==> config.mk <==
export PLATFORM = sky130hd
export DESIGN_NAME = ooo_core
export DESIGN_NICKNAME = d
export VERILOG_FILES = /design/src/source/ooo_pkg.sv /design/src/source/dispatch_if.sv /design/src/source/rename_stage.sv /design/src/source/issue_station.sv /design/src/source/reorder_buffer.sv /design/src/source/ooo_core.sv
export SDC_FILE = /design/constraint.sdc
export NUM_CORES = 2
export LEC_CHECK = 0
export BUFFER_PORTS_ARGS = -buffer_cell sky130_fd_sc_hd__buf_2
export CAP_MARGIN = 10
export CORE_UTILIZATION = 65
export CTS_CLUSTER_DIAMETER = 60
export DETAILED_ROUTE_END_ITERATION = 12
export GPL_ROUTABILITY_DRIVEN = 0
export MAX_ROUTING_LAYER = met4
export PLACE_DENSITY = 0.82
export SLEW_MARGIN = 10
export SYNTH_ARGS = -nofsm -noshare
export SYNTH_HDL_FRONTEND = slang
export SYNTH_HIERARCHICAL = 1
export SYNTH_SLANG_ARGS = --single-unit
==> constraint.sdc <==
create_clock -name clk -period 11.9 [get_ports clk]
set_input_delay 0.595 -clock clk [delete_from_list [all_inputs] [get_ports clk]]
set_output_delay 0.595 -clock clk [all_outputs]
set_load 0.02 [all_outputs]
==> src/source/ooo_pkg.sv <==
/*
  shared sizes, index types, opcodes and the dispatch bundle
  preg 0 stands for x0 and is never allocated or freed
*/
`default_nettype none

package ooo_pkg;

    // machine sizes
    localparam int arch_regs     = 32;
    localparam int num_pregs     = 64;
    localparam int station_depth = 16;
    localparam int rob_depth     = 16;

    // index types follow the sizes
    typedef logic [$clog2(arch_regs)-1:0] areg_t;
    typedef logic [$clog2(num_pregs)-1:0] preg_t;
    typedef logic [$clog2(rob_depth)-1:0] rob_idx_t;

    // rv32 major opcodes that are renamed
    // anything else passes through as a no-op
    typedef enum logic [6:0] {
        op_reg = 7'b0110011,
        op_imm = 7'b0010011,
        op_lui = 7'b0110111
    } opcode_e;

    // renamed instruction, one per dispatch
    typedef struct packed {
        logic [31:0] inst;
        rob_idx_t    rob_idx;
        // zero when there is no destination
        areg_t       arch_rd;
        preg_t       preg_rd;
        // mapping of arch_rd before this rename
        preg_t       preg_old;
        preg_t       preg_rs1;
        preg_t       preg_rs2;
        logic        uses_rs1;
        logic        uses_rs2;
    } dispatch_t;

endpackage

`default_nettype wire

==> src/source/dispatch_if.sv <==
/*
  renamed bundle from rename to station and reorder buffer
  no handshake: both consumers take the bundle when valid is high
*/
`default_nettype none
`timescale 1ns/1ps

interface dispatch_if;

    logic               valid;
    ooo_pkg::dispatch_t bundle;
    // next free rob slot, in-flight bundle already counted
    ooo_pkg::rob_idx_t  rob_tail;
    // at least two rob slots free
    logic               rob_room;

    modport producer (output valid, output bundle, input rob_tail, input rob_room);

    // reservation station side
    modport consumer (input valid, input bundle);

    // reorder buffer side, also reports its allocation state
    modport rob_consumer (input valid, input bundle, output rob_tail, output rob_room);

endinterface

`default_nettype wire

==> src/source/rename_stage.sv <==
/*
  decode, alias table and free list, one instruction per cycle
  in_inst must be held while in_ready is low
  sources not read by the opcode are renamed to preg 0
*/
`default_nettype none
`timescale 1ns/1ps

module rename_stage (
    input  logic                clk,
    input  logic                rst,
    input  logic                in_valid,
    input  logic [31:0]         in_inst,
    output logic                in_ready,
    input  logic                station_room,
    input  logic                free_valid,
    input  ooo_pkg::preg_t      free_preg,
    dispatch_if.producer        disp
);

    // free list holds every preg above the initial mapping
    typedef logic [$clog2(ooo_pkg::num_pregs - ooo_pkg::arch_regs)-1:0] fl_ptr_t;
    typedef logic [$clog2(ooo_pkg::num_pregs - ooo_pkg::arch_regs):0]   fl_cnt_t;

    ooo_pkg::preg_t     rat [ooo_pkg::arch_regs];
    ooo_pkg::preg_t     free_fifo [ooo_pkg::num_pregs - ooo_pkg::arch_regs];
    fl_ptr_t            fl_head;
    fl_ptr_t            fl_tail;
    fl_cnt_t            fl_count;

    ooo_pkg::opcode_e   opcode;
    ooo_pkg::areg_t     rd;
    ooo_pkg::areg_t     rs1;
    ooo_pkg::areg_t     rs2;
    logic               uses_rs1;
    logic               uses_rs2;
    logic               writes_rd;
    logic               has_rd;
    logic               accept;
    ooo_pkg::dispatch_t next_bundle;

    // field extraction
    assign opcode = ooo_pkg::opcode_e'(in_inst[6:0]);
    assign rd     = in_inst[11:7];
    assign rs1    = in_inst[19:15];
    assign rs2    = in_inst[24:20];

    always_comb begin
        uses_rs1  = 1'b0;
        uses_rs2  = 1'b0;
        writes_rd = 1'b0;
        case (opcode)
            ooo_pkg::op_reg: begin
                uses_rs1  = 1'b1;
                uses_rs2  = 1'b1;
                writes_rd = 1'b1;
            end
            ooo_pkg::op_imm: begin
                uses_rs1  = 1'b1;
                writes_rd = 1'b1;
            end
            ooo_pkg::op_lui: begin
                writes_rd = 1'b1;
            end
            default: begin
                // no-op, nothing renamed
            end
        endcase
    end

    // x0 as destination takes no preg
    assign has_rd = writes_rd && (rd != '0);

    // room checks keep a slot spare for the bundle in flight
    assign in_ready = ((fl_count != '0) || !has_rd) && station_room && disp.rob_room;
    assign accept   = in_valid && in_ready;

    // sources read the table before this rename updates it
    always_comb begin
        next_bundle.inst     = in_inst;
        next_bundle.rob_idx  = disp.rob_tail;
        next_bundle.arch_rd  = has_rd ? rd : '0;
        next_bundle.preg_rd  = has_rd ? free_fifo[fl_head] : '0;
        next_bundle.preg_old = has_rd ? rat[rd] : '0;
        next_bundle.preg_rs1 = uses_rs1 ? rat[rs1] : '0;
        next_bundle.preg_rs2 = uses_rs2 ? rat[rs2] : '0;
        next_bundle.uses_rs1 = uses_rs1;
        next_bundle.uses_rs2 = uses_rs2;
    end

    always_ff @(posedge clk) begin
        if (rst) begin
            // identity mapping, upper pregs free in ascending order
            for (int i = 0; i < ooo_pkg::arch_regs; i++) begin
                rat[i] <= ooo_pkg::preg_t'(i);
            end
            for (int i = 0; i < ooo_pkg::num_pregs - ooo_pkg::arch_regs; i++) begin
                free_fifo[i] <= ooo_pkg::preg_t'(ooo_pkg::arch_regs + i);
            end
            fl_head    <= '0;
            fl_tail    <= '0;
            fl_count   <= fl_cnt_t'(ooo_pkg::num_pregs - ooo_pkg::arch_regs);
            disp.valid <= 1'b0;
        end else begin
            // pop at head for a new destination
            if (accept && has_rd) begin
                rat[rd] <= free_fifo[fl_head];
                fl_head <= fl_head + 1'b1;
            end
            // commit pushes the superseded preg at tail
            if (free_valid) begin
                free_fifo[fl_tail] <= free_preg;
                fl_tail            <= fl_tail + 1'b1;
            end
            case ({accept && has_rd, free_valid})
                2'b10:   fl_count <= fl_count - 1'b1;
                2'b01:   fl_count <= fl_count + 1'b1;
                default: fl_count <= fl_count;
            endcase
            disp.valid <= accept;
        end
    end

    // bundle register, only meaningful with disp.valid
    always_ff @(posedge clk) begin
        if (accept) begin
            disp.bundle <= next_bundle;
        end
    end

endmodule

`default_nettype wire

==> src/source/issue_station.sv <==
/*
  reservation station, one issue per cycle, highest ready index wins
  execute unit must take every issued instruction, no stall input
  station_room means two or more free entries
*/
`default_nettype none
`timescale 1ns/1ps

module issue_station (
    input  logic                clk,
    input  logic                rst,
    dispatch_if.consumer        disp,
    output logic                station_room,
    input  logic                wb_valid,
    input  ooo_pkg::preg_t      wb_preg,
    output logic                issue_valid,
    output logic [31:0]         issue_inst,
    output ooo_pkg::rob_idx_t   issue_rob_idx,
    output ooo_pkg::preg_t      issue_rs1,
    output ooo_pkg::preg_t      issue_rs2,
    output ooo_pkg::preg_t      issue_rd
);

    typedef logic [$clog2(ooo_pkg::station_depth)-1:0] slot_t;
    typedef logic [$clog2(ooo_pkg::station_depth):0]   cnt_t;

    ooo_pkg::dispatch_t                 entry [ooo_pkg::station_depth];
    logic [ooo_pkg::station_depth-1:0]  entry_valid;
    logic [ooo_pkg::station_depth-1:0]  rs1_rdy;
    logic [ooo_pkg::station_depth-1:0]  rs2_rdy;
    // one bit per preg, set when its value exists
    logic [ooo_pkg::num_pregs-1:0]      preg_ready;
    cnt_t                               count;
    slot_t                              alloc_slot;
    slot_t                              sel_slot;
    logic                               sel_found;
    logic                               new_rs1_rdy;
    logic                               new_rs2_rdy;

    assign station_room = (count <= cnt_t'(ooo_pkg::station_depth - 2));

    // lowest free slot for the incoming bundle
    always_comb begin
        alloc_slot = '0;
        for (int i = ooo_pkg::station_depth - 1; i >= 0; i--) begin
            if (!entry_valid[i]) begin
                alloc_slot = slot_t'(i);
            end
        end
    end

    // highest ready slot, later matches override
    always_comb begin
        sel_found = 1'b0;
        sel_slot  = '0;
        for (int i = 0; i < ooo_pkg::station_depth; i++) begin
            if (entry_valid[i] && rs1_rdy[i] && rs2_rdy[i]) begin
                sel_found = 1'b1;
                sel_slot  = slot_t'(i);
            end
        end
    end

    // source check at dispatch, same-cycle writeback bypassed
    assign new_rs1_rdy = !disp.bundle.uses_rs1 || preg_ready[disp.bundle.preg_rs1] ||
                         (wb_valid && (wb_preg == disp.bundle.preg_rs1));
    assign new_rs2_rdy = !disp.bundle.uses_rs2 || preg_ready[disp.bundle.preg_rs2] ||
                         (wb_valid && (wb_preg == disp.bundle.preg_rs2));

    always_ff @(posedge clk) begin
        if (rst) begin
            entry_valid <= '0;
            count       <= '0;
            // initial mappings all hold values
            preg_ready  <= '1;
            issue_valid <= 1'b0;
        end else begin
            if (sel_found) begin
                entry_valid[sel_slot] <= 1'b0;
            end
            if (disp.valid) begin
                entry_valid[alloc_slot] <= 1'b1;
                // preg 0 stays ready
                if (disp.bundle.preg_rd != '0) begin
                    preg_ready[disp.bundle.preg_rd] <= 1'b0;
                end
            end
            if (wb_valid) begin
                preg_ready[wb_preg] <= 1'b1;
            end
            case ({disp.valid, sel_found})
                2'b10:   count <= count + 1'b1;
                2'b01:   count <= count - 1'b1;
                default: count <= count;
            endcase
            issue_valid <= sel_found;
        end
    end

    always_ff @(posedge clk) begin
        // wakeup, stale slots may match too and are rewritten on alloc
        for (int i = 0; i < ooo_pkg::station_depth; i++) begin
            if (wb_valid && (entry[i].preg_rs1 == wb_preg)) begin
                rs1_rdy[i] <= 1'b1;
            end
            if (wb_valid && (entry[i].preg_rs2 == wb_preg)) begin
                rs2_rdy[i] <= 1'b1;
            end
        end
        if (disp.valid) begin
            entry[alloc_slot]   <= disp.bundle;
            rs1_rdy[alloc_slot] <= new_rs1_rdy;
            rs2_rdy[alloc_slot] <= new_rs2_rdy;
        end
        // issue payload
        if (sel_found) begin
            issue_inst    <= entry[sel_slot].inst;
            issue_rob_idx <= entry[sel_slot].rob_idx;
            issue_rs1     <= entry[sel_slot].preg_rs1;
            issue_rs2     <= entry[sel_slot].preg_rs2;
            issue_rd      <= entry[sel_slot].preg_rd;
        end
    end

endmodule

`default_nettype wire

==> src/source/reorder_buffer.sv <==
/*
  in-order retirement, at most one commit per cycle
  entries without a destination are allocated complete
  execute must not write back an entry without a destination
*/
`default_nettype none
`timescale 1ns/1ps

module reorder_buffer (
    input  logic                clk,
    input  logic                rst,
    dispatch_if.rob_consumer    disp,
    input  logic                wb_valid,
    input  ooo_pkg::rob_idx_t   wb_rob_idx,
    output logic                commit_valid,
    output ooo_pkg::areg_t      commit_arch_rd,
    output ooo_pkg::preg_t      commit_preg,
    output ooo_pkg::preg_t      commit_preg_old,
    output logic                free_valid,
    output ooo_pkg::preg_t      free_preg
);

    typedef logic [$clog2(ooo_pkg::rob_depth):0] cnt_t;

    ooo_pkg::areg_t             arch_rd_q  [ooo_pkg::rob_depth];
    ooo_pkg::preg_t             preg_q     [ooo_pkg::rob_depth];
    ooo_pkg::preg_t             preg_old_q [ooo_pkg::rob_depth];
    logic [ooo_pkg::rob_depth-1:0] done;
    ooo_pkg::rob_idx_t          head;
    ooo_pkg::rob_idx_t          tail;
    cnt_t                       count;
    logic                       retire;

    // rename sees the slot after any bundle still in flight
    assign disp.rob_tail = tail + ooo_pkg::rob_idx_t'(disp.valid);
    assign disp.rob_room = (count <= cnt_t'(ooo_pkg::rob_depth - 2));

    assign retire = (count != '0) && done[head];

    // superseded preg goes back to rename with the commit
    assign free_valid = commit_valid && (commit_arch_rd != '0);
    assign free_preg  = commit_preg_old;

    always_ff @(posedge clk) begin
        if (rst) begin
            head         <= '0;
            tail         <= '0;
            count        <= '0;
            done         <= '0;
            commit_valid <= 1'b0;
        end else begin
            if (disp.valid) begin
                done[tail] <= (disp.bundle.arch_rd == '0);
                tail       <= tail + 1'b1;
            end
            if (wb_valid) begin
                done[wb_rob_idx] <= 1'b1;
            end
            if (retire) begin
                head <= head + 1'b1;
            end
            case ({disp.valid, retire})
                2'b10:   count <= count + 1'b1;
                2'b01:   count <= count - 1'b1;
                default: count <= count;
            endcase
            commit_valid <= retire;
        end
    end

    always_ff @(posedge clk) begin
        if (disp.valid) begin
            arch_rd_q[tail]  <= disp.bundle.arch_rd;
            preg_q[tail]     <= disp.bundle.preg_rd;
            preg_old_q[tail] <= disp.bundle.preg_old;
        end
        // head entry onto the commit port
        if (retire) begin
            commit_arch_rd  <= arch_rd_q[head];
            commit_preg     <= preg_q[head];
            commit_preg_old <= preg_old_q[head];
        end
    end

endmodule

`default_nettype wire

==> src/source/ooo_core.sv <==
/*
  rename and dispatch core: rename, then station and rob, then commit
  issue and commit take no back-pressure
  in_inst must be held while in_ready is low
*/
`default_nettype none
`timescale 1ns/1ps

module ooo_core (
    input  logic                clk,
    input  logic                rst,
    // instruction input
    input  logic                in_valid,
    input  logic [31:0]         in_inst,
    output logic                in_ready,
    // issue to execute
    output logic                issue_valid,
    output logic [31:0]         issue_inst,
    output ooo_pkg::rob_idx_t   issue_rob_idx,
    output ooo_pkg::preg_t      issue_rs1,
    output ooo_pkg::preg_t      issue_rs2,
    output ooo_pkg::preg_t      issue_rd,
    // writeback from execute
    input  logic                wb_valid,
    input  ooo_pkg::preg_t      wb_preg,
    input  ooo_pkg::rob_idx_t   wb_rob_idx,
    // commit
    output logic                commit_valid,
    output ooo_pkg::areg_t      commit_arch_rd,
    output ooo_pkg::preg_t      commit_preg,
    output ooo_pkg::preg_t      commit_preg_old
);

    logic           station_room;
    logic           free_valid;
    ooo_pkg::preg_t free_preg;

    dispatch_if disp_bus ();

    rename_stage rename_i (
        .clk          (clk),
        .rst          (rst),
        .in_valid     (in_valid),
        .in_inst      (in_inst),
        .in_ready     (in_ready),
        .station_room (station_room),
        .free_valid   (free_valid),
        .free_preg    (free_preg),
        .disp         (disp_bus.producer)
    );

    issue_station station_i (
        .clk           (clk),
        .rst           (rst),
        .disp          (disp_bus.consumer),
        .station_room  (station_room),
        .wb_valid      (wb_valid),
        .wb_preg       (wb_preg),
        .issue_valid   (issue_valid),
        .issue_inst    (issue_inst),
        .issue_rob_idx (issue_rob_idx),
        .issue_rs1     (issue_rs1),
        .issue_rs2     (issue_rs2),
        .issue_rd      (issue_rd)
    );

    reorder_buffer rob_i (
        .clk             (clk),
        .rst             (rst),
        .disp            (disp_bus.rob_consumer),
        .wb_valid        (wb_valid),
        .wb_rob_idx      (wb_rob_idx),
        .commit_valid    (commit_valid),
        .commit_arch_rd  (commit_arch_rd),
        .commit_preg     (commit_preg),
        .commit_preg_old (commit_preg_old),
        .free_valid      (free_valid),
        .free_preg       (free_preg)
    );

endmodule

`default_nettype wire

==> results by group <==
Run status
  – Outcome: completed

Synth
  – Area share of the largest cell type after synthesis: 63.0%
  – Leading cell types by total area after synthesis: sky130_fd_sc_hd__edfxtp_1, sky130_fd_sc_hd__mux4_2, sky130_fd_sc_hd__dfxtp_1
  – Avg Synthesized Cell Area: 15.2 um2
  – Share of flip-flops with an asynchronous set or reset after synthesis: 0%
  – Prevailing post-synth register cell: sky130_fd_sc_hd__edfxtp_1
  – Synthesized instance count: 5195
  – Commonest cells in the synthesized netlist: sky130_fd_sc_hd__edfxtp_1, sky130_fd_sc_hd__nand2_1, sky130_fd_sc_hd__nor2_1
  – Cell variety after synth: 91
  – Warnings from Yosys: 6
  – Number of storage elements in the synthesis netlist: 1828
  – Dominant cell type by area after synthesis: sky130_fd_sc_hd__edfxtp_1
  – Portion of the post-synthesis area used by sequential elements: 67.3%
  – Number of enable flip-flop cells after synthesis: 1658
  – Most common cell in the synthesized netlist: sky130_fd_sc_hd__edfxtp_1
  – Synthesized area: 79000 um2

Routing
  – Routed vias/inst: 7.19
  – DR WL/cell: 31.1 um
  – Post-DRT Antenna Nets: 0
  – Total via count after detailed routing: 50445
  – Number of design-rule violations left by the first detailed-router iteration: 8192
  – Count of TritonRoute iterations in the first routing pass: 9
  – Detailed-route DRC error count: 0
  – Routed Wire Length: 218 mm

Power
  – Cell internal pwr: 0.0105 W
  – Proportion of power drawn by the clock network: 41.3%
  – Worst VDD drop: 167 uV
  – Switching pwr: 0.00298 W
  – Leakage power summed over all cells: 27.0 nW
  – Switch share: 22.2%
  – Logic pwr share: 4.7%
  – Register share of total power: 54.0%
  – Pwr per Cell Area: 155 nW/um2

Floorplanning
  – Area inside the core boundary: 120000 um2
  – Die area: 123000 um2
  – Cell row count: 127
  – Floorplan die width: 351 um
  – Y dimension of the die: 351 um
  – Initial core utilization: 65.7%
  – Top-Level Pins: 120

Clock network
  – Count of H-tree levels built during CTS: 4
  – Clk Tree Root Cell: sky130_fd_sc_hd__clkbuf_16
  – Number of buffers on the longest clock path: 3
  – Number of buffers created by CTS: 176
  – Clock edge transition at the registers on the reported setup and hold paths: 0.06 ns
  – TritonCTS clock tree: built
  – Postcts setup bufs: 0
  – Worst skew pair latency: 0.84 ns
  – Sink count of the clock tree: 1828

Critical path
  – Crit path kind: reg2reg
  – Critical path startpoint category: register
  – Arrival time reported for the critical path endpoint: 5.55 ns
  – Worst path required time: 12.57 ns
  – Crit path launch: station_i/entry_valid[1]$_SDFF_PP0_
  – CP Capture Type: register
  – Peak fanout along the critical path: 41
  – R2R Path Start: station_i/entry_valid[1]$_SDFF_PP0_

Finish
  – Fraction of layout cells with a size suffix above 1: 17.4%
  – Final Net Count: 5315
  – Post-layout util: 72.3%
  – Area overhead of the layout relative to synthesis: 10.0%

Timing
  – Number of setup violations in the final report: 0
  – Portion of the clock cycle consumed by the worst path in the final layout: 41.0%
  – Final setup TNS: 0 ns
  – Fin crit period: 4.88 ns
  – Max Clock Skew: 0.0511 ns
  – Transition time of the tightest slew-check pin: 1.31 ns
  – Count of final hold-check violations: 0
  – Setup repair after global routing missed its margin: false
  – Final Max Slew Viols: 0
  – Max frequency: 0.205 GHz
  – Worst rel slew slack: 12.1%

Global routing
  – Number of global-route vias before repair: 49883
  – Initial antenna violation count: 9
  – Total grt overflow: 0
  – GR Util All Layers: 36.8%
  – Pin count of the biggest net entering global routing: 74
  – First-pass GRT wire length: 318 mm

Hold path
  – Hold WC Path Type: in2reg
  – Hold Startpoint: in_inst[22]

Job
  – Max Cap Violations: 0

Placed design
  – Port Buffer Count: 119
  – HPWL after detailed placement: 127 mm
## kinds of logic after synthesis
logic type,Yosys count,synth area share (%)
other,1,0.00475
XOR/XNOR,229,2.54
AO/OA/AOI/OAI,711,6.80
buffers and inverters,416,2.50
adder cells (fa/ha/maj),26,0.431
AND/OR/NAND/NOR,1507,9.69
multiplexers,477,10.7
flip-flops,1828,67.3
## state kept, by name, summed over array words and instances, names as in the netlist, 6 cells and up, named ones only
name / count
rob_i/preg_q: 96
station_i/issue_rs2: 6
rename_i/rat: 192
rob_i/preg_old_q: 96
rob_i/done: 16
rename_i/disp.bundle: 67
station_i/issue_rs1: 6
rob_i/commit_preg: 6
rename_i/free_fifo: 192
station_i/rs2_rdy: 16
rob_i/commit_preg_old: 6
rename_i/fl_count: 6
rob_i/arch_rd_q: 80
station_i/entry_valid: 16
station_i/preg_ready: 64
station_i/issue_inst: 32
station_i/rs1_rdy: 16
station_i/entry: 864
station_i/issue_rd: 6
## cell usage in the layout (no fill, tap or decap), types with 15 or more instances in the layout
| cell type | synthesis | final |
|---|---|---|
| sky130_fd_sc_hd__nor4_1 | 50 | 49 |
| sky130_fd_sc_hd__a221o_1 | 31 | 31 |
| sky130_fd_sc_hd__buf_4 | 17 | 117 |
| sky130_fd_sc_hd__nor4b_1 | 44 | 44 |
| sky130_fd_sc_hd__a222oi_1 | 53 | 53 |
| sky130_fd_sc_hd__clkinv_2 | 0 | 32 |
| sky130_fd_sc_hd__a221oi_1 | 66 | 63 |
| sky130_fd_sc_hd__dlygate4sd3_1 | 0 | 15 |
| sky130_fd_sc_hd__and2_1 | 65 | 63 |
| sky130_fd_sc_hd__mux4_2 | 280 | 280 |
| sky130_fd_sc_hd__mux2i_1 | 139 | 139 |
| sky130_fd_sc_hd__a22o_1 | 17 | 17 |
| sky130_fd_sc_hd__clkinv_1 | 0 | 18 |
| sky130_fd_sc_hd__o21ai_0 | 82 | 82 |
| sky130_fd_sc_hd__clkbuf_1 | 210 | 43 |
| sky130_fd_sc_hd__a21oi_1 | 126 | 125 |
| sky130_fd_sc_hd__a22oi_1 | 179 | 179 |
| sky130_fd_sc_hd__nand2b_1 | 19 | 19 |
| sky130_fd_sc_hd__edfxtp_1 | 1658 | 1658 |
| sky130_fd_sc_hd__xor2_1 | 118 | 118 |
| sky130_fd_sc_hd__or3_1 | 73 | 73 |
| sky130_fd_sc_hd__ha_1 | 24 | 24 |
| sky130_fd_sc_hd__nor3_1 | 90 | 88 |
| sky130_fd_sc_hd__xnor2_1 | 111 | 111 |
| sky130_fd_sc_hd__clkbuf_16 | 0 | 181 |
| sky130_fd_sc_hd__inv_1 | 31 | 26 |
| sky130_fd_sc_hd__mux2_2 | 49 | 49 |
| sky130_fd_sc_hd__buf_2 | 104 | 115 |
| sky130_fd_sc_hd__nand4_1 | 104 | 104 |
| sky130_fd_sc_hd__nand3_1 | 100 | 99 |
| sky130_fd_sc_hd__nor2_1 | 285 | 276 |
| sky130_fd_sc_hd__nand2_1 | 483 | 482 |
| sky130_fd_sc_hd__dfxtp_1 | 170 | 167 |
| sky130_fd_sc_hd__a32o_1 | 43 | 43 |
| sky130_fd_sc_hd__o22ai_1 | 24 | 24 |
| sky130_fd_sc_hd__clkbuf_8 | 0 | 27 |
| sky130_fd_sc_hd__nor2b_1 | 22 | 22 |
| sky130_fd_sc_hd__and3_1 | 81 | 77 |
## timing repair
item / 4_1_cts / 5_1_grt
hold buffers: 15 / 0
resized for setup: 0 / 0
hold endpoints to repair: 15 / 0
## final timing paths
kind / slack, ns / cells after the start / end
max: 7.02 / 10 / station_i/issue_inst[6]$_DFFE_PN_
min: 0.04 / 1 / rename_i/disp.bundle[57]$_DFFE_PN_
max reg2reg: 7.02 / 10 / station_i/issue_inst[6]$_DFFE_PN_
min reg2reg: 0.47 / 1 / station_i/preg_ready[0]$_SDFF_PP1_
## power by group through the flow
stage	registers [W]	logic, W	clock network, W
floorplan	0.00736	0.000388	0
global placement	0.00738	0.000592	0
detailed placement	0.00739	0.000606	0
CTS	0.00726	0.000617	0.00558
global route	0.00727	0.000661	0.00581
finish	0.00726	0.000634	0.00555
## routing by layer
layer  vias up  share of wire [%]  wire length [um]  global-route usage, %
met4         0                5.5             12100                   19.0
li1      20606                  -                 -                      -
met3       849                 14             29500                   9.32
met5         -                  0                 0                      -
met2      4172                 47            103000                   55.7
met1     24818                 34             74200                   46.4
## worst max-delay path, cell delays in order, from the launching register on
cell and delay [ns]:
sky130_fd_sc_hd__dfxtp_1 0.57, sky130_fd_sc_hd__and3_1 0.26, sky130_fd_sc_hd__a211oi_1 0.10, sky130_fd_sc_hd__or2_1 0.34, sky130_fd_sc_hd__a21oi_4 0.15, sky130_fd_sc_hd__buf_4 0.45
sky130_fd_sc_hd__buf_4 0.88, sky130_fd_sc_hd__and4_2 0.91, sky130_fd_sc_hd__buf_4 0.66, sky130_fd_sc_hd__a22oi_1 0.20, sky130_fd_sc_hd__nand4_1 0.14
## layout make-up
cell class / count / area [um2]
clock buffers: 252 / 5070
well taps: 1612 / 2020
inverters: 33 / 125
diodes: 14 / 35.0
multi-input cells: 2956 / 24100
fillers: 7111 / 33200
repair buffers: 248 / 1630
flip-flops and latches: 1828 / 53200
clock inverters: 76 / 719
## stage by stage
stage	worst slack [ns]	instance area [um2]	instances	power, W	hold slack (ns)
after detailed placement	7.37	80900	6661	0.00800	0.458
final	7.02	86900	7019	0.0135	0.0400
after global routing	7.13	86900	7017	0.0137	0.0161
after CTS	7.28	86800	7004	0.0135	0.000824
after floorplan	5.83	79000	5200	0.00774	0.425
after global placement	7.50	80900	6661	0.00798	0.436
Note: power is estimated with default switching activity, not from simulation.
